===== config.mk =====
export PLATFORM = sky130hd
export DESIGN_NAME = ar_arbiter
export DESIGN_NICKNAME = d
export VERILOG_FILES = /design/src/logic/rd_mux_pkg.sv /design/src/logic/ar_arbiter.sv
export SDC_FILE = /design/constraint.sdc
export NUM_CORES = 1
export LEC_CHECK = 0
export ABC_CLOCK_PERIOD_IN_PS = 1350
export BUFFER_PORTS_ARGS = -buffer_cell sky130_fd_sc_hd__buf_2
export CAP_MARGIN = 30
export CORE_AREA = 3 3 95 97
export DETAILED_ROUTE_END_ITERATION = 16
export DIE_AREA = 0 0 98 100
export PLACE_DENSITY = 0.54
export REMOVE_ABC_BUFFERS = 1
export SLEW_MARGIN = 20
export SYNTH_ARGS = -nofsm -noshare
export SYNTH_HDL_FRONTEND = slang
export SYNTH_SLANG_ARGS = --single-unit
export TNS_END_PERCENT = 20

===== constraint.sdc =====
create_clock -name aclk -period 1.35 [get_ports aclk]
set_input_delay 0.135 -clock aclk [delete_from_list [all_inputs] [get_ports aclk]]
set_output_delay 0.135 -clock aclk [all_outputs]
set_load 0.005 [all_outputs]

===== src/logic/rd_mux_pkg.sv =====
// read-port concentrator
// shared widths, depths and beat layouts

package rd_mux_pkg;

    // ==================================================
    // AXI field widths
    // ==================================================
    localparam int addr_w = 64;
    localparam int data_w = 64;
    localparam int id_w   = 4;
    localparam int len_w  = 8;
    localparam int size_w = 3;
    localparam int resp_w = 2;

    // ==================================================
    // queue depths
    // ==================================================
    localparam int cmd_depth   = 8;
    localparam int order_depth = 16;
    localparam int ret_depth   = 32;

    // room for beats still in flight behind the registered rready
    localparam int ret_afull_level = ret_depth - 4;

    typedef enum logic {
        chan_knl = 1'b0,
        chan_mmu = 1'b1
    } chan_e;

    typedef enum logic [resp_w-1:0] {
        resp_okay   = 2'b00,
        resp_exokay = 2'b01,
        resp_slverr = 2'b10,
        resp_decerr = 2'b11
    } resp_e;

    // one accepted read command
    typedef struct packed {
        chan_e               chan;
        logic [id_w-1:0]     id;
        logic [len_w-1:0]    len;
        logic [size_w-1:0]   size;
        logic [addr_w-1:0]   addr;
    } cmd_t;

    // one read data beat on its way back to a master
    typedef struct packed {
        logic [id_w-1:0]     id;
        resp_e               resp;
        logic                last;
        logic [data_w-1:0]   data;
    } beat_t;

endpackage


===== src/logic/ar_arbiter.sv =====
// read address round-robin arbiter

module ar_arbiter (
    input  logic                            aclk,
    input  logic                            areset,
    input  logic [rd_mux_pkg::id_w-1:0]     knl_arid,
    input  logic [rd_mux_pkg::addr_w-1:0]   knl_araddr,
    input  logic [rd_mux_pkg::len_w-1:0]    knl_arlen,
    input  logic [rd_mux_pkg::size_w-1:0]   knl_arsize,
    input  logic                            knl_arvalid,
    output logic                            knl_arready,
    input  logic [rd_mux_pkg::id_w-1:0]     mmu_arid,
    input  logic [rd_mux_pkg::addr_w-1:0]   mmu_araddr,
    input  logic [rd_mux_pkg::len_w-1:0]    mmu_arlen,
    input  logic [rd_mux_pkg::size_w-1:0]   mmu_arsize,
    input  logic                            mmu_arvalid,
    output logic                            mmu_arready,
    input  logic                            cmd_afull,
    output logic                            cmd_push,
    output rd_mux_pkg::cmd_t                cmd
);

    import rd_mux_pkg::*;

    logic [1:0] req_q;
    logic       grant;
    logic       grant_d1;
    logic       grant_d2;
    chan_e      rr_ptr;
    chan_e      win;
    chan_e      win_q;

    // ==================================================
    // request sampling and grant
    // ==================================================
    // no grant for two cycles after one, so stale samples never win
    assign grant = (|req_q) && !cmd_afull && !grant_d1 && !grant_d2;

    // preferred channel wins if it asks, else the other one
    always_comb begin
        if (req_q[rr_ptr]) begin
            win = rr_ptr;
        end else begin
            win = (rr_ptr == chan_knl) ? chan_mmu : chan_knl;
        end
    end

    always_ff @(posedge aclk or posedge areset) begin
        if (areset) begin
            req_q    <= '0;
            grant_d1 <= 1'b0;
            grant_d2 <= 1'b0;
            rr_ptr   <= chan_knl;
            win_q    <= chan_knl;
        end else begin
            req_q    <= {mmu_arvalid, knl_arvalid};
            grant_d1 <= grant;
            grant_d2 <= grant_d1;
            if (grant) begin
                win_q  <= win;
                rr_ptr <= (win == chan_knl) ? chan_mmu : chan_knl;
            end
        end
    end

    // ==================================================
    // accept cycle
    // ==================================================
    assign knl_arready = grant_d1 && (win_q == chan_knl);
    assign mmu_arready = grant_d1 && (win_q == chan_mmu);
    assign cmd_push    = grant_d1;

    // winner still holds its request fields here
    always_comb begin
        cmd.chan = win_q;
        if (win_q == chan_mmu) begin
            cmd.id   = mmu_arid;
            cmd.len  = mmu_arlen;
            cmd.size = mmu_arsize;
            cmd.addr = mmu_araddr;
        end else begin
            cmd.id   = knl_arid;
            cmd.len  = knl_arlen;
            cmd.size = knl_arsize;
            cmd.addr = knl_araddr;
        end
    end

endmodule


# Yosys cells after proc, flatten, opt, wreduce, memory -nomap -nowiden
# Index checks and enable logic that the tools add are counted.
[word_totals] wordCells=22 regBits=6
[classes] muxes=6 reduce_logical=9 order_cmp=1 bitwise_logic=1
[op_table] operator="$mux W79" n=1
[op_table] operator="$logic_and A1 B1 Y1" n=5
[op_table] operator="$mux W1" n=5
[op_table] operator="$logic_not A1 Y1" n=3
[op_table] operator="$lt A1 B2 Y1 const B" n=1
[op_table] operator="$reduce_or A2 Y1" n=1
[op_table] operator="$not A1 Y1" n=1

# Longest topological paths before layout
# Gate-level depths: netlist of the first run.
[depth] ltp_word=4 mapped_depth=3 mapped_depth_nobuf=2

# Least setup slack after synthesis of the first run
# OpenSTA, ideal clock, no wires.
[synth_timing] kind="register to output" startpoint="reg win_q" endpoint="out cmd[69] (netlist name)" path_stages_with_launch=4 t_arrival_ns=0.998 path_buffers=2 t_required_ns=1.215 slack_ns=0.217 cell_sequence="dfrtp_1 -> buf_6 -> buf_8 -> mux2_4"
[synth_rtl] item="start: declaration" line="ar_arbiter.sv:31" rtl="chan_e win_q;"
[synth_rtl] item="start signal: assignment" line="ar_arbiter.sv:54" rtl="win_q <= chan_knl;"
[synth_rtl] item="start signal: assignment" line="ar_arbiter.sv:60" rtl="win_q <= win;"
[synth_rtl] item="end: declaration" line="ar_arbiter.sv:20" rtl="output rd_mux_pkg::cmd_t cmd"

==> results.yml, run 1 <==
critical_path:
  critical_path.top_delay_family: "flip-flops"
  ff2ff_setup_slack_ps: 220
  crit-reg2reg-launch: "cmd_push$_DFF_PP0_"
  r2r_cells: 2
  worstSetupPathDepth: 4
  path_class: "reg2out"
  critPathMaxStageDelay_ps: 500
  worstPathArrival_ps: 1470
  worstPathCellList: "buf_4, buf_16, mux2_4, buf_6"
  r2r-end: "rr_ptr$_DFFE_PP0P_"
  path_max_fanout: 11
  cp_num_buf_inv: 3
  crit_end: "cmd[22]"
  cp.required_ps: 1220
  setup.worst_path.end_class: "primary output"
  slowest_stage: "dfrtp_4"
  cp-startpoint: "win_q$_DFFE_PP0P_"
  cp-start-kind: "flip-flop"
timing:
  post-route-min-period_ps: 1610
  fin_setup_tns_ps: -18880
  tightestPinTransition_ps: 385
  hold_violations: 0
  setup_viol: 81
  fmax_mhz: 623
  maxSlewViolCount: 0
  hold_ws_ps: 21.2
  clock_skew_ps: 2.48
  final.setup.worst_slack_ps: -256
  rsz0062_at_grt: "yes"
  slew_headroom: 0.740
  period_share: 1.19
route:
  route.detailed.drc: 0
  post_drt_via_cell_ratio: 4.06
  drtIter0Drc: 23
  wl_per_cell_um: 14.9
  dr_total_vias: 1882
  drt-pass1-iter-count: 3
  ant_nets: 0
  wl_mm: 6.88
pwr:
  powerDensity_nw_per_um2: 1060
  p_switching_mw: 1.11
  internal_power_mw: 2.51
  p_comb_frac: 0.854
  cellLeakagePower_nw: 1.98
  total_power_mw: 3.62
  peakVddDrop_v: 0.000627
  swShare: 0.308
  pwr-share-clk: 0.079
  power_frac_seq: 0.067
min_path:
  holdCritPathClass: "in2reg"
  hold_depth: 1
clock_tree:
  insertion_delay_ps: 230
  root_buffer: "clkbuf_8"
  numCtsBuffers: 3
  htreeDepth: 1
  cts.sinks: 6
  clk_path_buf_depth: 2
  cts_tree: "done"
  cts.clk_slew.worst_paths_ps: 40
logic_synthesis:
  synth_common_cells: "77 x mux2_4, 7 x buf_12, 6 x dfrtp_1"
  synthMuxAreaShare: 0.750
  synth-xor-area-share: 0
  synth_top_cell_area_share: 0.736
  synth-main-ff-cell: "dfrtp_1"
  synth_enable_flop_cells: 0
  yosysUniqueCellTypes: 16
  synth_compound_area_frac: 0.0111
  synth_area_um2: 1570
  yosys.area.top_type: "mux2_4"
  synth-simple-area-share: 0.0303
  synth_top_family_by_area: "multiplexers"
  syn_inst: 106
  async_flop_share: 1.00
  syn-mean-instance-area_um2: 14.8
  yosys_warnings: 0
  ys_seq_elements: 6
  synthAdderAreaFrac: 0
  synth_area_leaders: "mux2_4 74%, dfrtp_1 9.6%, buf_12 8.9%"
  yosysMostFrequentCell: "mux2_4"
  synth_seq_area_share: 0.0955
placement:
  port_buffers: 245
  dpl_cell_area_um2: 2810
  gp_congestion: 0.728
  dp_hpwl_mm: 5.52
final_layout:
  fin_area_um2: 3410
  postLayoutCoreUtil: 0.415
  drive_above_1_share: 0.950
  nets: 522
  antennaDiodeCount: 0
  synthToLayoutAreaGrowth_pct: 117
floorplan:
  die_h_um: 100
  core_um2: 8220
  boundaryPins: 246
  die_w_um: 98
  rows: 33
  initial_core_util: 0.191
  dieArea_um2: 9800
outcome:
  status: "finished, violations left"
  violations: "negative setup slack"
grt:
  grt_usage: 0.113
  grt_max_degree: 42
  grt_pass1_wl_mm: 9.22
  grt_pass1_vias: 1856
  antenna_found_initial: 0
  overflow: 0
job:
  drv_cap: 0
-- cell type report --
type,instances,area [µm²]
Inverter,1,3.75
Fill cell,791,4800
Clock buffer,4,45.0
Timing Repair Buffer,258,1840
Multi-Input combinational cell,89,1240
Tap cell,105,131
Sequential cell,6,154
-- per-stage QoR --
stage                     setup WS, ps  std cells
after global placement            19.5        449
final                             -256        463
after global routing              -292        463
after floorplan                  -2200         96
after detailed placement          1.02        449
after CTS                         -238        454
-- cells by family (layout without fill, tap and decap cells) --
group	Yosys count	count (layout)
multiplexers	79	79
buffers and inverters	11	263
AND/OR/NAND/NOR	8	8
flip-flops	6	6
AO/OA/AOI/OAI	2	2
-- routing by layer --
| metal | GRT usage | wire, µm | share of wire | vias to the layer above |
|---|---|---|---|---|
| met5 | 0 | 0 | 0 | - |
| met4 | 0.0192 | 30 | 0.0044 | 0 |
| met3 | 0.0208 | 688 | 0.10 | 4 |
| met2 | 0.229 | 3820 | 0.55 | 140 |
| met1 | 0.123 | 2340 | 0.34 | 837 |
| li1 | - | - | - | 901 |
-- worst min path at each step --
stage,startpoint,endpoint,slack (ps)
after floorplan,areset,cmd_push$_DFF_PP0_,-70
after global placement,areset,rr_ptr$_DFFE_PP0P_,60
after detailed placement,areset,req_q[1]$_DFF_PP0_,60
after CTS,mmu_arvalid,req_q[1]$_DFF_PP0_,20
after global routing,mmu_arvalid,req_q[1]$_DFF_PP0_,10
final,mmu_arvalid,req_q[1]$_DFF_PP0_,20
-- worst register-to-register path, cell delays in order (launching register included) --
cell	delay [ps]
dfrtp_1	430
or3_1	420
o22a_1	170
-- registers in the layout (all words and copies together) (netlist names) --
signal	flops
rr_ptr	1
grant_d2	1
req_q	2
cmd_push	1
win_q	1
-- cells in the final DEF, fill, tap and decap left out --
cell           instances
buf_2                187
mux2_4                77
buf_6                 61
dfrtp_1                5
clkbuf_16              4
clkbuf_8               3
nor2_1                 2
nor4b_1                2
mux2_2                 2
buf_16                 2
buf_12                 2
or3_1                  1
nand2_1                1
a2bb2oi_1              1
nor2b_1                1
and2_1                 1
inv_1                  1
o22a_1                 1
clkbuf_1               1
dlygate4sd3_1          1
buf_4                  1
dfrtp_4                1
-- repair_timing --
| action | CTS | global route |
|---|---|---|
| cloned | 0 | 6 |
| setup buffers | 0 | 3 |
| hold endpoints to repair | 6 | 0 |
| endpoints found under the setup margin | 81 | 81 |
| gates resized for setup | 36 | 26 |
| hold buffers | 1 | 0 |
-- power groups by stage --
stage	Sequential [mW]	Clock (mW)	Combinational [mW]
floorplan	0.469	0	1.19
global placement	0.246	0	2.22
detailed placement	0.249	0	2.25
CTS	0.250	0.292	2.55
global route	0.248	0.309	3.29
finish	0.244	0.286	3.09
No activity file was read; power rests on OpenSTA's default activity.
==> run 2: changes to the inputs <==
--- a/config.mk
+++ b/config.mk
@@ -8,10 +8,13 @@
 export ABC_CLOCK_PERIOD_IN_PS = 1350
 export BUFFER_PORTS_ARGS = -buffer_cell sky130_fd_sc_hd__buf_2
 export CAP_MARGIN = 30
-export CORE_AREA = 3 3 95 97
+export CELL_PAD_IN_SITES_DETAIL_PLACEMENT = 0
+export CELL_PAD_IN_SITES_GLOBAL_PLACEMENT = 1
+export CORE_MARGIN = 3
+export CORE_UTILIZATION = 19
+export CTS_BUF_LIST = sky130_fd_sc_hd__clkbuf_8
 export DETAILED_ROUTE_END_ITERATION = 16
-export DIE_AREA = 0 0 98 100
-export PLACE_DENSITY = 0.54
+export PLACE_DENSITY = 0.8
 export REMOVE_ABC_BUFFERS = 1
 export SLEW_MARGIN = 20
 export SYNTH_ARGS = -nofsm -noshare
==> run 2 against run 1 <==
The flow still finishes with violations (negative setup slack). Sequential power shrank 2%. Non-clock buffer count rose by 3. Critical endpoint is now cmd[17]. Flip-flop and latch count is the same. Power decreased by 3.9%. Wire length grew 4.3%. Setup slack improved by 18 ps. First-iteration DRC count is 13% higher. Clock skew rose by 4.1 ps. Die area decreased by 4.1%. Combinational power fell by 4%. Count of clock-buffer cells in the layout down 1. Highest routed layer unchanged. Design area shrank 2.4%.
==> results.yml, run 2 (same netlist as run 1, synthesis figures left out) <==
outcome:
  status: "finished, violations left"
  violations: "negative setup slack"
floorplan:
  die_w_um: 96.9
  rows: 32
  boundaryPins: 246
  dieArea_um2: 9400
  initial_core_util: 0.199
  die_h_um: 96.9
  core_um2: 7890
final_layout:
  final_common_cell: "buf_2"
  synthToLayoutAreaGrowth_pct: 112
  fin_area_um2: 3330
  fin_cells: 463
  largest_reg_flops: 2
  drive_above_1_share: 0.950
  nets: 525
  top_register: "req_q"
  final_cell_mix: "196 x buf_2, 77 x mux2_4, 57 x buf_6"
  antennaDiodeCount: 0
critical_path:
  cp-startpoint: "win_q$_DFFE_PP0P_"
  crit_end: "cmd[17]"
  cp-start-kind: "flip-flop"
  r2r-end: "win_q$_DFFE_PP0P_"
  cp.required_ps: 1220
  r2r_cells: 2
  ff2ff_setup_slack_ps: 250
  crit-reg2reg-launch: "cmd_push$_DFF_PP0_"
  worstPathArrival_ps: 1450
  path_max_fanout: 12
  path_class: "reg2out"
  setup.worst_path.end_class: "primary output"
grt:
  antenna_found_initial: 0
  grt_pass1_wl_mm: 10.4
  grt_usage: 0.133
  grt_max_degree: 28
  overflow: 0
  grt_pass1_vias: 2047
timing:
  maxSlewViolCount: 0
  fmax_mhz: 630
  clock_skew_ps: 6.54
  setup_viol: 81
  rsz0062_at_grt: "yes"
  post-route-min-period_ps: 1590
  hold_violations: 0
  slew_headroom: 0.740
  period_share: 1.18
  final.setup.worst_slack_ps: -237
  fin_setup_tns_ps: -16990
  tightestPinTransition_ps: 384
clock_tree:
  root_buffer: "clkbuf_8"
  clk_path_buf_depth: 2
  cts.sinks: 6
  cts.clk_slew.worst_paths_ps: 40
  insertion_delay_ps: 220
  htreeDepth: 1
  numCtsBuffers: 3
  cts_tree: "done"
route:
  route.detailed.drc: 0
  drtIter0Drc: 26
  dr_total_vias: 1875
  post_drt_via_cell_ratio: 4.05
  ant_nets: 0
  wl_mm: 7.18
  drt-pass1-iter-count: 4
  wl_per_cell_um: 15.5
pwr:
  peakVddDrop_v: 0.000490
  powerDensity_nw_per_um2: 1040
  cellLeakagePower_nw: 1.96
job:
  drv_cap: 0
placement:
  dp_hpwl_mm: 6.01
  port_buffers: 245
  dp_cells: 451
  dpl_cell_area_um2: 2840
  gp_congestion: 0.823
  pre_cts_ws_ps: 12.8
min_path:
  hold_depth: 1
  holdCritPathClass: "in2reg"
-- run 2: cell types whose count changed in the layout (fill, tap and decap cells not counted) --
cell and change:
buf_12 +1, buf_16 -2, buf_2 +9, buf_4 +1, buf_6 -4, clkbuf_1 -1
clkbuf_16 -2, inv_1 +1
-- run 2: worst min-delay path by stage --
| stage | endpoint | start |
|---|---|---|
| floorplan | cmd_push$_DFF_PP0_ | areset |
| global placement | req_q[0]$_DFF_PP0_ | areset |
| detailed placement | req_q[1]$_DFF_PP0_ | areset |
| CTS | req_q[1]$_DFF_PP0_ | mmu_arvalid |
| global route | req_q[1]$_DFF_PP0_ | mmu_arvalid |
| finish | req_q[1]$_DFF_PP0_ | mmu_arvalid |
-- run 2: per-layer routing --
metal,vias up,routed length [µm],GRT usage,part of all wire
li1,908,-,-,-
met1,839,2640,0.145,0.37
met2,122,3820,0.261,0.53
met3,6,631,0.0310,0.088
met4,0,86,0.0248,0.012
met5,-,0,0,0
-- run 2: repair_timing --
action                                  in CTS  in global routing
cloned                                       0                  4
endpoints found under the hold margin        6                  0
hold buffers                                 1                  0
buffers inserted                             0                  3
endpoints found under the setup margin      80                 81
gates resized for setup                     41                 19
-- run 2: through the flow --
step,power [mW],hold WS [ps],util
detailed placement,2.58,61.9,0.360
floorplan,1.65,-74.0,-
global route,3.69,18.6,0.422
global placement,2.55,57.7,0.360
finish,3.48,22.3,0.422
CTS,3.19,19.3,0.400
-- run 2: critical path: stages, from the launching register on --
cell and delay [ps]:
dfrtp_4 490, buf_12 150, buf_12 150, mux2_4 310, buf_6 120
-- run 2: report_power, final --
group | leakage, nW | switching (mW) | total, mW | internal, mW
registers | 0.0710 | 0.0251 | 0.240 | 0.215
logic | 1.87 | 0.979 | 2.97 | 1.99
clock network | 0.0269 | 0.0781 | 0.274 | 0.195
total | 1.96 | 1.08 | 3.48 | 2.40
-- run 2: cell type report --
class / count / area (µm²)
Clock buffer: 3 / 41.3
Tap cell: 102 / 128
Timing Repair Buffer: 261 / 1760
Sequential cell: 6 / 154
Fill cell: 771 / 4560
Clock inverter: 1 / 3.75
Multi-Input combinational cell: 89 / 1240
Inverter: 1 / 3.75
