`src/logic/rd_mux_pkg.sv`:
```
// read-port concentrator
// shared widths, depths and beat layouts

package rd_mux_pkg;

    // ==================================================
    // AXI field widths
    // ==================================================
    localparam int addr_w = 64;
    localparam int data_w = 64;
    localparam int id_w   = 4;
    localparam int len_w  = 8;
    localparam int size_w = 3;
    localparam int resp_w = 2;

    // ==================================================
    // queue depths
    // ==================================================
    localparam int cmd_depth   = 8;
    localparam int order_depth = 16;
    localparam int ret_depth   = 32;

    // room for beats still in flight behind the registered rready
    localparam int ret_afull_level = ret_depth - 4;

    typedef enum logic {
        chan_knl = 1'b0,
        chan_mmu = 1'b1
    } chan_e;

    typedef enum logic [resp_w-1:0] {
        resp_okay   = 2'b00,
        resp_exokay = 2'b01,
        resp_slverr = 2'b10,
        resp_decerr = 2'b11
    } resp_e;

    // one accepted read command
    typedef struct packed {
        chan_e               chan;
        logic [id_w-1:0]     id;
        logic [len_w-1:0]    len;
        logic [size_w-1:0]   size;
        logic [addr_w-1:0]   addr;
    } cmd_t;

    // one read data beat on its way back to a master
    typedef struct packed {
        logic [id_w-1:0]     id;
        resp_e               resp;
        logic                last;
        logic [data_w-1:0]   data;
    } beat_t;

endpackage

```
`src/logic/sync_fifo.sv`:
```
// single-clock show-ahead FIFO

module sync_fifo #(
    parameter int width = 8,
    parameter int depth = 16
) (
    input  logic                         aclk,
    input  logic                         areset,
    input  logic                         push,
    input  logic [width-1:0]             wdata,
    input  logic                         pop,
    output logic [width-1:0]             rdata,
    output logic                         empty,
    output logic                         full,
    output logic [$clog2(depth+1)-1:0]   count
);

    localparam int ptr_w = (depth > 1) ? $clog2(depth) : 1;
    localparam int cnt_w = $clog2(depth + 1);

    logic [width-1:0] mem [depth];
    logic [ptr_w-1:0] wr_ptr;
    logic [ptr_w-1:0] rd_ptr;
    logic             do_push;
    logic             do_pop;

    // a push into a full queue or a pop from an empty one is ignored
    assign do_push = push && !full;
    assign do_pop  = pop && !empty;

    assign empty = (count == '0);
    assign full  = (count == cnt_w'(depth));

    // head stays visible while the queue holds data
    assign rdata = mem[rd_ptr];

    always_ff @(posedge aclk) begin
        if (do_push) begin
            mem[wr_ptr] <= wdata;
        end
    end

    always_ff @(posedge aclk or posedge areset) begin
        if (areset) begin
            wr_ptr <= '0;
            rd_ptr <= '0;
            count  <= '0;
        end else begin
            if (do_push) begin
                wr_ptr <= (wr_ptr == ptr_w'(depth - 1)) ? '0 : wr_ptr + 1'b1;
            end
            if (do_pop) begin
                rd_ptr <= (rd_ptr == ptr_w'(depth - 1)) ? '0 : rd_ptr + 1'b1;
            end
            case ({do_push, do_pop})
                2'b10:   count <= count + 1'b1;
                2'b01:   count <= count - 1'b1;
                default: count <= count;
            endcase
        end
    end

endmodule

```
`src/logic/ar_issue.sv`:
```
// command queue and DDR address issue

module ar_issue (
    input  logic                            aclk,
    input  logic                            areset,
    input  logic                            cmd_push,
    input  rd_mux_pkg::cmd_t                cmd,
    output logic                            cmd_afull,
    output logic [rd_mux_pkg::id_w-1:0]     ddr_arid,
    output logic [rd_mux_pkg::addr_w-1:0]   ddr_araddr,
    output logic [rd_mux_pkg::len_w-1:0]    ddr_arlen,
    output logic [rd_mux_pkg::size_w-1:0]   ddr_arsize,
    output logic                            ddr_arvalid,
    input  logic                            ddr_arready,
    output logic                            order_valid,
    output rd_mux_pkg::chan_e               order_chan,
    input  logic                            order_pop
);

    import rd_mux_pkg::*;

    cmd_t                             cmd_head;
    logic                             cmd_empty;
    logic [$clog2(cmd_depth+1)-1:0]   cmd_count;
    logic                             ar_fire;
    logic [0:0]                       order_head;
    logic                             order_empty;
    logic                             order_full;

    // ==================================================
    // command queue
    // ==================================================
    sync_fifo #(
        .width ($bits(cmd_t)),
        .depth (cmd_depth)
    ) u_cmd_fifo (
        .aclk   (aclk),
        .areset (areset),
        .push   (cmd_push),
        .wdata  (cmd),
        .pop    (ar_fire),
        .rdata  (cmd_head),
        .empty  (cmd_empty),
        .full   (),
        .count  (cmd_count)
    );

    // two free slots cover a grant still in its cool-down
    assign cmd_afull = int'(cmd_count) >= cmd_depth - 2;

    // head goes out once the return side can track it
    assign ddr_arvalid = !cmd_empty && !order_full;
    assign ar_fire     = ddr_arvalid && ddr_arready;

    assign ddr_arid   = cmd_head.id;
    assign ddr_araddr = cmd_head.addr;
    assign ddr_arlen  = cmd_head.len;
    assign ddr_arsize = cmd_head.size;

    // ==================================================
    // order of issued channels
    // ==================================================
    sync_fifo #(
        .width (1),
        .depth (order_depth)
    ) u_order_fifo (
        .aclk   (aclk),
        .areset (areset),
        .push   (ar_fire),
        .wdata  (cmd_head.chan),
        .pop    (order_pop),
        .rdata  (order_head),
        .empty  (order_empty),
        .full   (order_full),
        .count  ()
    );

    assign order_valid = !order_empty;
    assign order_chan  = chan_e'(order_head);

endmodule

```
`config.mk`:
```
export PLATFORM = sky130hd
export DESIGN_NAME = ar_issue
export DESIGN_NICKNAME = d
export VERILOG_FILES = /design/src/logic/rd_mux_pkg.sv /design/src/logic/sync_fifo.sv /design/src/logic/ar_issue.sv
export SDC_FILE = /design/constraint.sdc
export NUM_CORES = 1
export LEC_CHECK = 0
export BUFFER_PORTS_ARGS = -buffer_cell sky130_fd_sc_hd__buf_2
export CAP_MARGIN = 20
export CELL_PAD_IN_SITES_DETAIL_PLACEMENT = 1
export CELL_PAD_IN_SITES_GLOBAL_PLACEMENT = 2
export CORE_ASPECT_RATIO = 0.7
export CORE_UTILIZATION = 49
export CTS_BUF_LIST = sky130_fd_sc_hd__clkbuf_2 sky130_fd_sc_hd__clkbuf_4 sky130_fd_sc_hd__clkbuf_8
export DETAILED_ROUTE_END_ITERATION = 8
export GPL_ROUTABILITY_DRIVEN = 0
export PLACE_DENSITY = 0.87
export SYNTH_ARGS = -nofsm -noshare
export SYNTH_HDL_FRONTEND = slang
export SYNTH_SLANG_ARGS = --single-unit
```
`constraint.sdc`:
```
create_clock -name aclk -period 10 [get_ports aclk]
set_input_delay 0 -clock aclk [delete_from_list [all_inputs] [get_ports aclk]]
set_output_delay 0 -clock aclk [all_outputs]
set_load 0.05 [all_outputs]
```
# Yosys cells after proc, flatten, opt, wreduce, memory -nomap -nowiden
# Memories as Yosys holds them, arrays and structs flattened.
# Cells that the tools add are included.
# totals
regBits	23
latchBits	0
ram_bits	656
romBits	0
inputBits	85
out_inout_bits	83
n_memories	2
# mem_list
name	depth	width	rd	rd_ports_with_merged_regs	write_ports	line_no	text
u_cmd_fifo.mem	8	80	1	0	1	sync_fifo.sv:21	logic [width-1:0] mem [depth];
u_order_fifo.mem	16	1	1	0	1	sync_fifo.sv:21	
# op_classes
n_addsub	8
mul	0
n_div	0
order_cmp	1
eq_ne	10
shifts	0
muxes	10
bitwise	0
n_reduce_logical	14
# ops
op	n
adder 4 x 1 -> 4 bit, second input constant	3
== test 4 bit, second input constant	3
case mux 5 bit (2 select lines)	1
2-to-1 mux 4 bit	2
case mux 4 bit (2 select lines)	1
adder 3 x 1 -> 3 bit, second input constant	2
== test 3 bit, second input constant	2
logical AND 1 bit	6
2-to-1 mux 3 bit	2
adder 5 x 1 -> 5 bit, second input constant	1
== test 5 bit, second input constant	1
logical NOT 5 bit	1
subtractor 5 x 1 -> 5 bit, second input constant	1
== test 2 x 1 -> 1 bit, second input constant	2
== test 2 bit, second input constant	2
>= comparator 4 x 3 -> 1 bit, second input constant	1
logical NOT 1 bit	4
logical NOT 4 bit	1
2-to-1 mux 1 bit	4
nonzero test 2 bit	2
subtractor 4 x 1 -> 4 bit, second input constant	1

# Longest topological paths before layout
# Gate-level depths: netlist (run 1).
# depth
depth_word	7
depth_mapped	12
ltp_nobuf	10

# Cells and area by module
# A second synthesis (run 1) with hierarchy kept.
# unflattened
cells_unflattened	1129
hier_area_um2	26636.8
# modules_own_cells
mod	instances	cells_per_inst	area_each_um2	seq_area_each_um2
sync_fifo (u_cmd_fifo)	1	995	25085.3	19468.7
sync_fifo (u_order_fifo)	1	130	1524.0	805.8
ar_issue	1	4	27.5	0.0

# Least setup slack after synthesis (run 1)
# Ideal clock, no wire load.
# synth_path
path_type	reg2reg
start	reg u_cmd_fifo.count[1]
end	mem u_cmd_fifo.mem[0][0] (netlist name) (enable)
setup_ns	0.716
t_arrival_ns	8.365
required_time_ns	9.284
slack_ns	0.919
stages_incl_launch_ff	6
period_less_slack_ns	9.081
path_cell_list	dfrtp_1 buf_2 nor3_1 nand2_1 nand2_1 nor4_1
# synth_via
elab_chain_cells	5
# synth_rtl
item	line_no	text
start: declaration	sync_fifo.sv:15	output logic [$clog2(depth+1)-1:0] count
start signal: assignment	sync_fifo.sv:56	2'b10: count <= count + 1'b1;
start signal: assignment	sync_fifo.sv:57	2'b01: count <= count - 1'b1;
start signal: assignment	sync_fifo.sv:58	default: count <= count;
== test 4 bit	sync_fifo.sv:32	assign full = (count == cnt_w'(depth));
logical NOT 1 bit	sync_fifo.sv:28	assign do_push = push && !full;
logical AND 1 bit	sync_fifo.sv:28	
2-to-1 mux 1 bit	sync_fifo.sv:38	if (do_push) begin
2-to-1 mux 1 bit (implied by the code)	sync_fifo.sv:39	mem[wr_ptr] <= wdata;
end: declaration	sync_fifo.sv:21	
# Every way passes these cells.

# Worst setup path after layout (run 1)
# layout_path
start	reg u_cmd_fifo.rd_ptr[0]
end	out ddr_araddr[55] (netlist name)
# layout_via
elab_chain_cells	1
# layout_rtl
item	line_no	text
start: declaration	sync_fifo.sv:23	logic [ptr_w-1:0] rd_ptr;
start signal: assignment	sync_fifo.sv:53	rd_ptr <= (rd_ptr == ptr_w'(depth - 1)) ? '0 : rd_ptr + 1'b1;
memory (8 x 80 bit)	--	
end: declaration	ar_issue.sv:10	output logic [rd_mux_pkg::addr_w-1:0] ddr_araddr,
# Every way passes these cells.

==> results of run 1 <==
==> worst max-delay path, delay by kind of cell, from the launching register on <==
family	cells	cell delay [ns]
DFF	1	0.86
buffers and inverters	3	1.72
muxes	2	0.91
==> metal layers <==
| layer | GRT usage, % | wire, um |
|---|---|---|
| met1 | 28.77 | 24730 |
| met2 | 34.40 | 28090 |
| met3 | 5.500 | 3057 |
| met4 | 5.404 | 1005 |
| met5 | 0 | 28 |
==> state kept, by name, indices dropped and copies added, names as in the netlist <==
register,cells
u_order_fifo.mem,16
u_cmd_fifo.count,4
u_order_fifo.rd_ptr,4
u_cmd_fifo.rd_ptr,3
u_cmd_fifo.wr_ptr,3
u_order_fifo.wr_ptr,4
u_order_fifo.count,5
u_cmd_fifo.mem,640
==> per-stage QoR <==
step | utilization, % | setup WS (ns) | instance area [um^2] | std cells | total power [mW]
3_3_place_gp | 53.34 | 6.330 | 28170 | 1982 | 7.561
6_report | 58.81 | 5.708 | 31060 | 2255 | 9.806
5_1_grt | 58.81 | 5.310 | 31060 | 2254 | 10.22
4_1_cts | 58.70 | 5.481 | 31000 | 2250 | 9.922
2_1_floorplan | - | 0.9191 | 26540 | 1118 | 6.906
3_5_place_dp | 53.39 | 6.268 | 28200 | 1983 | 7.672
==> cell type report <==
class | count | share of cell area, %
clock buffer | 132 | 5.325
tap | 720 | 2.900
timing repair buffer | 282 | 6.308
inverter | 14 | 0.1692
clock inverter | 51 | 1.003
antenna | 2 | 0.01611
sequential | 679 | 65.31
multi-input combinational | 375 | 18.97
==> final timing paths <==
check / startpoint / end / slack, ns
max: u_cmd_fifo.rd_ptr[0]$_DFFE_PP0P_ / ddr_araddr[55] / 5.71
min: cmd[14] / u_cmd_fifo.mem[4][14]$_DFFE_PP_ / 0.11
max reg2reg: u_cmd_fifo.count[1]$_DFFE_PP0P_ / u_cmd_fifo.mem[3][40]$_DFFE_PP_ / 6.72
min reg2reg: u_cmd_fifo.count[3]$_DFFE_PP0P_ / u_cmd_fifo.count[3]$_DFFE_PP0P_ / 0.54
max in group asynchronous: areset / u_cmd_fifo.rd_ptr[1]$_DFFE_PP0P_ / 8.98
min in group asynchronous: areset / u_cmd_fifo.count[1]$_DFFE_PP0P_ / 0.48
==> logic make-up after synthesis <==
| family | synth area share (%) |
|---|---|
| compound gates | 0.6506 |
| flops | 76.39 |
| xor+xnor | 0.3300 |
| simple gates | 1.424 |
| fa+ha+maj | 0.8298 |
| mux | 18.78 |
| buf+inv | 1.589 |
==> cells in the mapped netlist (2+ instances only) <==
master	instances
sky130_fd_sc_hd__a21o_1	3
sky130_fd_sc_hd__a21oi_1	5
sky130_fd_sc_hd__and2_1	9
sky130_fd_sc_hd__and3_1	5
sky130_fd_sc_hd__buf_1	7
sky130_fd_sc_hd__buf_12	9
sky130_fd_sc_hd__buf_2	22
sky130_fd_sc_hd__clkbuf_1	11
sky130_fd_sc_hd__dfrtp_1	23
sky130_fd_sc_hd__edfxtp_1	656
sky130_fd_sc_hd__ha_1	16
sky130_fd_sc_hd__inv_1	13
sky130_fd_sc_hd__mux2_2	8
sky130_fd_sc_hd__mux2_4	78
sky130_fd_sc_hd__mux2i_1	3
sky130_fd_sc_hd__mux4_2	164
sky130_fd_sc_hd__nand2_1	14
sky130_fd_sc_hd__nand2b_1	3
sky130_fd_sc_hd__nand3_1	5
sky130_fd_sc_hd__nand3b_1	3
sky130_fd_sc_hd__nor2_1	11
sky130_fd_sc_hd__nor2b_1	3
sky130_fd_sc_hd__nor3_1	8
sky130_fd_sc_hd__nor4_1	2
sky130_fd_sc_hd__o21a_1	2
sky130_fd_sc_hd__o21ai_0	9
sky130_fd_sc_hd__xnor2_1	4
sky130_fd_sc_hd__xor2_1	6
==> power breakdown <==
group          switching [mW]  internal, mW
clock network            1.07          1.14
registers               0.279          3.61
logic                    2.25          1.46
total                    3.59          6.21
==> qor.yml, run 1 <==
clock_tree:
  insertion_delay_ns: 0.70
  htreeDepth: 3
  cts-buffers-inserted: 101
  cts_hold_repair.buffers: 84
  clockBufferDepth: 3
  worst_setup_hold_path_clk_slew_ns: 0.07
  cts_tree: "yes"
  clockRootBuffer: "sky130_fd_sc_hd__clkbuf_8"
  clock-sinks: 679
  cts_post_setup_buffers_inserted: 0
  ctsResizeCount: 0
critical_path:
  cp.required_ns: 10.00
  crit_path_max_incr_delay_ns: 0.86
  timing.critical_path.cells: "buf_4 -> buf_4 -> mux4_2 -> mux2_4 -> buf_2"
  worst_path_maximum_fanout: 50
  end_kind: "primary output"
  slowest_stage: "sky130_fd_sc_hd__dfrtp_4"
  cpMostUsedCell: "sky130_fd_sc_hd__buf_4"
  critical_path_arrival_ns: 4.29
  start_kind: "flop"
  worst-r2r-cell-count: 6
  worstSetupPathType: "flop to primary output"
global_route:
  overflow: 0
  global_route.usage.total_pct: 21.17
  number_of_antenna_violations_at_the_first_check_in_global_routing: 4
  largest_net_degree_at_the_start_of_global_routing: 67
  first_pass_grt_wire_length_um: 85060
  via_count_of_the_first_global_routing_pass: 13720
sta:
  period_minus_slack_ns: 4.292
  setup_repair_after_global_routing_missed_its_margin: "no"
  setup-tns-final_ns: 0
  max-slew-margin-rel_pct: 33.21
  clock_skew_ns: 0.02400
  setup_violations: 0
  fmaxAchievable_mhz: 233.0
  timing.final.max_slew_violations: 0
  final_hold_violations: 0
  timing_worst_slew_pin_value_ns: 1.002
  final_cycle_share_pct: 42.92
  timing.hold.ws_ns: 0.1124
status:
  outcome: "finished clean"
yosys:
  synth.largest_area_cell: "sky130_fd_sc_hd__edfxtp_1"
  ys_ff_latch: 679
  number_of_enable_flip_flop_cells_after_synthesis: 656
  yosysWarningCount: 0
  synth.cell_area_um2: 26540
  netlist-cell-type-count: 44
  syn_nets: 1220
  asyncSetResetFlopFracSynth_pct: 3.387
  syn_inst: 1118
  synth_area_leaders: "sky130_fd_sc_hd__edfxtp_1 (74%), sky130_fd_sc_hd__mux4_2 (14%), sky130_fd_sc_hd__mux2_4 (4.4%), sky130_fd_sc_hd__dfrtp_1 (2.2%), sky130_fd_sc_hd__ha_1 (0.75%)"
  ys_dominant_reg_cell: "sky130_fd_sc_hd__edfxtp_1"
  yosysTopAreaCellShare_pct: 74.23
  yosysSeqAreaShare_pct: 76.39
  syn_avg_cell_area_um2: 23.74
route:
  routed_wire_length_per_instance_um: 25.24
  avgViaCountPerCell: 5.503
  vias: 12410
  starting_drt_drc_count: 757
  total_routed_length_um: 56910
  drc_errors: 0
  antenna_violating_nets_post_route: 0
  drt_pass1_iterations: 4
die:
  die_width_um: 280.2
  floorplan.initialDensity_pct: 50.25
  die_height_um: 196.7
  floorplan.rows: 70
  design.die.area_um2: 55110
  top_level_ports: 168
  core_um2: 52810
cells_and_area:
  mostFrequentLayoutCell: "sky130_fd_sc_hd__edfxtp_1"
  multi_input_area_um2: 5892
  layout.area.seq_um2: 20290
  syn_to_final_growth_pct: 17.04
  finalNetCount: 1555
  layout_common_cells: "sky130_fd_sc_hd__edfxtp_1 (656), sky130_fd_sc_hd__buf_2 (167), sky130_fd_sc_hd__mux4_2 (164)"
  n_fill_cell: 4472
  final_layout_size_suffix_gt1_share_pct: 40.51
power:
  p_leak_nw: 10.57
  worst_ir_drop_vdd_uv: 202.0
  power_per_cell_area_nw_per_um2: 315.7
hold_path:
  hold-path-cell-count: 2
  timing.hold.worst.class: "primary input to flop"
run:
  max_capacitance_violation_count: 0
place:
  dp_hpwl_um: 31500
  numPortBuffers: 167
Note: power is estimated with default switching activity, not from simulation.
==> run 2: changes to the inputs <==
==> constraint.sdc (replaced) <==
create_clock -name aclk -period 4.2 [get_ports aclk]
set_input_delay 0 -clock aclk [delete_from_list [all_inputs] [get_ports aclk]]
set_output_delay 0 -clock aclk [all_outputs]
set_load 0.05 [all_outputs]
==> run 2 against run 1 <==
Effect of this change:
- global-route usage fell by 0.23 points
- die area did not move
- critical path depth rose by 4
- first-iteration DRC count rose by 8.2%
- total power rose by 140%
- wire length fell by 2.0%
- via count fell by 0.18%
- sequential power rose by 140%
- worst hold slack got worse by 0.046 ns
- setup slack got worse by 4.7 ns
- clock skew fell by 0.0074 ns
- register-to-register slack got worse by 5.7 ns
- highest routed layer unchanged
==> qor.yml, run 2 (synthesized netlist as in run 1, its figures left out) <==
die:
  design.die.area_um2: 55110  # unchanged
  die_width_um: 280.2  # unchanged
  die_height_um: 196.7  # unchanged
  floorplan.rows: 70  # unchanged
  top_level_ports: 168  # unchanged
  floorplan.initialDensity_pct: 50.25  # unchanged
  core_um2: 52810  # unchanged
critical_path:
  setup.worst_path.start: "u_cmd_fifo.count[1]$_DFFE_PP0P_"
  worstSetupPathType: "flop to flop"
  critical_path_arrival_ns: 3.78  # -0.51 ns
  timing.critical_path.cells: "nor4_1 -> a211oi_2 -> inv_1 -> ha_1 -> ha_1 -> nor2b_1 -> o21a_1 -> o21a_1 -> a311o_1"
  slowest_stage: "sky130_fd_sc_hd__a211oi_2"
  start_kind: "flop"
  end_kind: "flop"
  crit_path_max_incr_delay_ns: 0.86  # about the same
  critical_path.reg2reg.startpoint: "u_cmd_fifo.count[1]$_DFFE_PP0P_"
  worst_path_maximum_fanout: 17  # -66%
  cp.required_ns: 4.77  # -5.23 ns
cells_and_area:
  top_regs: "u_cmd_fifo.mem x640, u_order_fifo.mem x16, u_order_fifo.count x5"
  multi_input_area_um2: 5926  # +0.57%
  finalNetCount: 1549  # -0.39%
  largest_register_ff_count: 640  # unchanged
  final_layout_size_suffix_gt1_share_pct: 40.42  # -0.092 points
  syn_to_final_growth_pct: 17.73
  n_fill_cell: 4497  # +0.56%
  regMostFlops: "u_cmd_fifo.mem"
  layout.area.seq_um2: 20290  # unchanged
  final_design_area_no_fill_um2: 31240  # +0.59%
  layout_common_cells: "sky130_fd_sc_hd__edfxtp_1 (656), sky130_fd_sc_hd__buf_2 (167), sky130_fd_sc_hd__mux4_2 (164)"
  mostFrequentLayoutCell: "sky130_fd_sc_hd__edfxtp_1"
  final_core_utilization_pct: 59.16  # +0.35 points
sta:
  period_minus_slack_ns: 3.205
  timing_worst_slew_pin_value_ns: 1.019  # +0.01751 ns
  max-slew-margin-rel_pct: 31.92  # -1.3 points
  setup_violations: 0  # unchanged
  final_cycle_share_pct: 76.31
  setup-tns-final_ns: 0  # unchanged
  fmaxAchievable_mhz: 312.0
  clock_skew_ns: 0.01658  # -0.007413 ns
  setup_repair_after_global_routing_missed_its_margin: "no"
  final_hold_violations: 0  # unchanged
  timing.final.max_slew_violations: 0  # unchanged
route:
  routed_wire_length_per_instance_um: 24.68  # -2.2%
  starting_drt_drc_count: 819  # +8.2%
  drt_pass1_iterations: 5  # +1
  total_routed_length_um: 55770  # -2.0%
  antenna_violating_nets_post_route: 0  # unchanged
  vias: 12390  # -0.18%
  avgViaCountPerCell: 5.481  # -0.40%
  drc_errors: 0  # unchanged
clock_tree:
  cts_post_setup_buffers_inserted: 0  # unchanged
  clockBufferDepth: 3  # unchanged
  clock-sinks: 679  # unchanged
  clockRootBuffer: "sky130_fd_sc_hd__clkbuf_8"
  cts_tree: "yes"
  htreeDepth: 3  # unchanged
  cts-buffers-inserted: 101  # unchanged
  worst_setup_hold_path_clk_slew_ns: 0.06  # about the same
  insertion_delay_ns: 0.68  # -0.02 ns
global_route:
  global_route.usage.total_pct: 20.93  # -0.23 points
  number_of_antenna_violations_at_the_first_check_in_global_routing: 6  # +2
  first_pass_grt_wire_length_um: 84880  # -0.20%
  largest_net_degree_at_the_start_of_global_routing: 81  # +21%
  via_count_of_the_first_global_routing_pass: 13870  # +1.1%
  overflow: 0  # unchanged
place:
  numPortBuffers: 167  # unchanged
  dp_hpwl_um: 30970  # -1.7%
  placedInstanceArea_um2: 28320  # +0.44%
run:
  max_capacitance_violation_count: 0  # unchanged
power:
  report.power.total_mw: 23.69  # +140%
  p_leak_nw: 10.64  # +0.66%
  worst_ir_drop_vdd_uv: 651.2  # +220%
  power_per_cell_area_nw_per_um2: 758.2  # +140%
hold_path:
  timing.hold.worst.class: "primary input to async pin"
status:
  outcome: "finished clean"
## run 2: changes by cell type in the layout (fill, tap and decap cells not counted), sizes merged
cell | previous run | this run
clkinvlp | 5 | 1
clkinv | 41 | 39
buf | 197 | 193
inv | 17 | 19
diode | 2 | 6
bufinv | 2 | 6
dlygate4sd3 | 85 | 83
clkbuf | 132 | 139
## run 2: metal layers
metal | global-route usage, % | vias to the layer above | part of all wire, %
met3 | 4.718 | 78 | 5.5
met2 | 34.64 | 320 | 50
met4 | 5.647 | 2 | 1.5
met5 | 0 | - | 0.023
li1 | - | 5390 | -
met1 | 28.28 | 6598 | 43
## run 2: repair_timing
action,in CTS,in global routing
setup endpoints to repair,0,0
hold endpoints to repair,677,0
gates resized for setup,0,0
hold buffers,83,0
## run 2: worst max-delay path, delay by kind of cell, from the launching register on
| kind | cells | cell delay [ns] |
|---|---|---|
| DFF | 1 | 0.49 |
| AOI/OAI and AO/OA | 4 | 1.56 |
| adders and majority gates | 2 | 0.66 |
| buffers and inverters | 1 | 0.12 |
| and+or+nand+nor | 2 | 0.28 |
## run 2: cell type report
| class | count | area share, % |
|---|---|---|
| inverter | 14 | 0.1682 |
| antenna | 6 | 0.04806 |
| tap | 720 | 2.883 |
| clock buffer | 139 | 5.382 |
| timing repair buffer | 276 | 6.359 |
| multi-input combinational | 375 | 18.97 |
| sequential | 679 | 64.93 |
| clock inverter | 51 | 1.265 |
## run 2: power by group
part,internal [mW],switching [mW]
registers,8.60,0.721
clock network,2.98,2.50
logic,3.53,5.36
total,15.1,8.58
## run 2: worst paths after layout
path / depth (start not counted) / end / slack, ns
min: 3 / u_cmd_fifo.count[1]$_DFFE_PP0P_ / 0.07
min reg2reg: 1 / u_cmd_fifo.count[3]$_DFFE_PP0P_ / 0.52
min in group aclk: 2 / u_cmd_fifo.mem[1][46]$_DFFE_PP_ / 0.11
max: 9 / u_order_fifo.count[4]$_DFFE_PP0P_ / 0.99
max reg2reg: 9 / u_order_fifo.count[4]$_DFFE_PP0P_ / 0.99
max in group asynchronous: 3 / u_cmd_fifo.rd_ptr[1]$_DFFE_PP0P_ / 3.46
## run 2: through the flow
stage / worst slack (ns) / hold slack (ns) / instances
final: 0.9948 / 0.06637 / 2260
after global routing: 0.7192 / 0.06859 / 2256
after CTS: 0.9715 / 0.04481 / 2254
after detailed placement: 1.019 / 0.2559 / 1981
after global placement: 1.080 / 0.2470 / 1981
after floorplan: -0.4390 / 0.001924 / 1118
==> run 3: changes to the inputs <==
==> constraint.sdc (replaced) <==
create_clock -name aclk -period 3 [get_ports aclk]
set_input_delay 0 -clock aclk [delete_from_list [all_inputs] [get_ports aclk]]
set_output_delay 0 -clock aclk [all_outputs]
set_load 0.05 [all_outputs]
==> run 3 against run 2 <==
Effect of this change:
- fmax increased by 13%
- wire length increased by 2.5%
- critical path depth unchanged
- clock power increased by 32%
- critical endpoint unchanged
- combinational power increased by 47%
- first-iteration DRC count increased by 28%
- cell area increased by 0.76%
- critical path type unchanged
- global-route usage increased by 0.65 points
- largest power group is now combinational cells
==> qor.yml, run 3 (synthesized netlist as in run 1, its figures left out) <==
sta:
  timing_worst_slew_pin_value_ns: 0.9342  # -0.08513 ns
  timing.final.max_slew_violations: 0  # unchanged
  setup_violations: 0  # unchanged
  fmaxAchievable_mhz: 351.0  # +13%
  timing.hold.ws_ns: 0.08649  # +0.02011 ns
  setup_repair_after_global_routing_missed_its_margin: "no"
  period_minus_slack_ns: 2.849  # -0.3565 ns
  final_hold_violations: 0  # unchanged
  clock_skew_ns: 0.02124  # +0.004657 ns
  max-slew-margin-rel_pct: 37.65  # +5.7 points
  final_cycle_share_pct: 94.96  # +19 points
  setup-tns-final_ns: 0  # unchanged
power:
  p_comb_share_pct: 39.5  # +2.0 points
  power_per_cell_area_nw_per_um2: 1052  # +39%
  p_sw_share_pct: 36.47  # +0.25 points
  worst_ir_drop_vdd_uv: 646.7  # -0.70%
  clkPwrFrac_pct: 21.8  # -1.3 points
  total_switching_power_mw: 12.08  # +41%
  p_leak_nw: 10.72  # +0.71%
  report.power.total_mw: 33.11  # +40%
  power.internal_mw: 21.04  # +39%
  p_seq_share_pct: 38.8  # -0.5 points
critical_path:
  r2r_end: "u_order_fifo.count[4]$_DFFE_PP0P_"
  timing.reg2reg.setup_slack_ns: 0.15  # -0.84 ns
  worstSetupPathType: "flop to flop"
  end_kind: "flop"
  critical_path_arrival_ns: 3.40  # -0.38 ns
  timing.critical_path.cells: "or4_1 -> o21ai_4 -> inv_2 -> ha_2 -> ha_1 -> nor2b_1 -> o21a_1 -> o21a_1 -> a311o_1"
  worst-r2r-cell-count: 9  # unchanged
  critical_path.reg2reg.startpoint: "u_order_fifo.count[0]$_DFFE_PP0P_"
  slowest_stage: "sky130_fd_sc_hd__or4_1"
  crit_path_max_incr_delay_ns: 0.58  # -0.28 ns
  cp.required_ns: 3.55  # -1.22 ns
  start_kind: "flop"
  worst_path_maximum_fanout: 6  # -11
  cpMostUsedCell: "sky130_fd_sc_hd__o21a_1"
route:
  starting_drt_drc_count: 1047  # +28%
  vias: 12590  # +1.6%
  routed_wire_length_per_instance_um: 25.20  # +2.1%
  avgViaCountPerCell: 5.552  # +1.3%
  antenna_violating_nets_post_route: 0  # unchanged
  drt_pass1_iterations: 6  # +1
  total_routed_length_um: 57160  # +2.5%
  drc_errors: 0  # unchanged
status:
  outcome: "finished clean"
cells_and_area:
  largest_register_ff_count: 640  # unchanged
  mostFrequentLayoutCell: "sky130_fd_sc_hd__edfxtp_1"
  layout_common_cells: "sky130_fd_sc_hd__edfxtp_1 (656), sky130_fd_sc_hd__buf_2 (167), sky130_fd_sc_hd__mux4_2 (164)"
  finalNonFillerCells: 2268  # +0.35%
  finalNetCount: 1569  # +1.3%
  final_design_area_no_fill_um2: 31480  # +0.76%
  final_layout_size_suffix_gt1_share_pct: 41.10  # +0.68 points
  syn_to_final_growth_pct: 18.62
  regMostFlops: "u_cmd_fifo.mem"
  top_regs: "u_cmd_fifo.mem x640, u_order_fifo.mem x16, u_order_fifo.count x5"
  n_fill_cell: 4464  # -0.73%
clock_tree:
  cts_tree: "yes"
  clockRootBuffer: "sky130_fd_sc_hd__clkbuf_8"
  clock-sinks: 679  # unchanged
  htreeDepth: 3  # unchanged
  cts-buffers-inserted: 101  # unchanged
  worst_setup_hold_path_clk_slew_ns: 0.06  # about the same
  insertion_delay_ns: 0.70  # +0.02 ns
  clockBufferDepth: 3  # unchanged
place:
  dp.cells: 1999  # +0.91%
  numPortBuffers: 167  # unchanged
  placedInstanceArea_um2: 28690  # +1.3%
  dp_hpwl_um: 32510  # +5.0%
run:
  max_capacitance_violation_count: 0  # unchanged
die:
  top_level_ports: 168  # unchanged
  design.die.area_um2: 55110  # unchanged
  floorplan.initialDensity_pct: 50.25  # unchanged
  floorplan.rows: 70  # unchanged
  core_um2: 52810  # unchanged
  die_height_um: 196.7  # unchanged
  die_width_um: 280.2  # unchanged
hold_path:
  timing.hold.worst.class: "primary input to async pin"
global_route:
  via_count_of_the_first_global_routing_pass: 13910  # +0.32%
  largest_net_degree_at_the_start_of_global_routing: 81  # unchanged
  first_pass_grt_wire_length_um: 87310  # +2.9%
  overflow: 0  # unchanged
  number_of_antenna_violations_at_the_first_check_in_global_routing: 5  # -1
  global_route.usage.total_pct: 21.58  # +0.65 points
[run 3: worst max-delay path, delay by kind of cell (launching register included)]
family / cells / cell delay [ns]
fa+ha+maj: 2 / 0.57
compound gates: 4 / 0.92
simple gates: 2 / 0.73
flops: 1 / 0.43
buf+inv: 1 / 0.08
[run 3: metal layers]
layer  part of all wire (%)  GRT usage, %
met3                    5.1         4.718
met2                     49         34.64
met4                    1.9         5.869
met5                  0.023             0
met1                     44         30.20
[run 3: per-stage QoR]
step	utilization, %	setup WS (ns)
floorplan	-	-0.7741
global placement	54.33	0.1544
detailed placement	54.33	0.1029
CTS	59.57	0.07792
global route	59.61	0.02825
finish	59.61	0.1513
[run 3: worst max-delay path by stage]
| stage | start | endpoint | slack [ns] |
|---|---|---|---|
| floorplan | u_cmd_fifo.count[2]$_DFFE_PP0P_ | u_cmd_fifo.mem[0][0]$_DFFE_PP_ | -0.77 |
| global placement | u_order_fifo.count[0]$_DFFE_PP0P_ | u_order_fifo.count[4]$_DFFE_PP0P_ | 0.15 |
| detailed placement | u_order_fifo.count[0]$_DFFE_PP0P_ | u_order_fifo.count[4]$_DFFE_PP0P_ | 0.10 |
| CTS | u_order_fifo.count[0]$_DFFE_PP0P_ | u_order_fifo.count[4]$_DFFE_PP0P_ | 0.08 |
| global route | u_order_fifo.count[0]$_DFFE_PP0P_ | u_order_fifo.count[4]$_DFFE_PP0P_ | 0.03 |
| finish | u_order_fifo.count[0]$_DFFE_PP0P_ | u_order_fifo.count[4]$_DFFE_PP0P_ | 0.15 |
[run 3: cell type report]
class / count / area (um^2) / share of cell area [%]
inverters: 14 / 52.55 / 0.1669
clock inverters: 44 / 247.7 / 0.7870
diodes: 3 / 7.507 / 0.02385
multi-input cells: 375 / 5958 / 18.93
clock buffers: 137 / 1667 / 5.294
flip-flops and latches: 679 / 20290 / 64.44
well taps: 720 / 900.9 / 2.862
repair buffers: 296 / 2360 / 7.496
[run 3: repair_timing]
| action | 4_1_cts | 5_1_grt |
|---|---|---|
| hold endpoints to repair | 680 | 0 |
| setup endpoints to repair | 10 | 1 |
| gates cloned | 0 | 0 |
| setup buffers | 1 | 0 |
| hold buffers | 84 | 0 |
| gates resized for setup | 0 | 2 |
[run 3: power groups by stage]
| stage | clock, mW | combinational, mW | sequential (mW) |
|---|---|---|---|
| after floorplan | 0 | 10.4 | 12.6 |
| after global placement | 0 | 12.9 | 12.9 |
| after detailed placement | 0 | 13.0 | 13.1 |
| after CTS | 7.39 | 13.3 | 12.8 |
| after global routing | 7.73 | 13.8 | 13.0 |
| final | 7.21 | 13.1 | 12.8 |
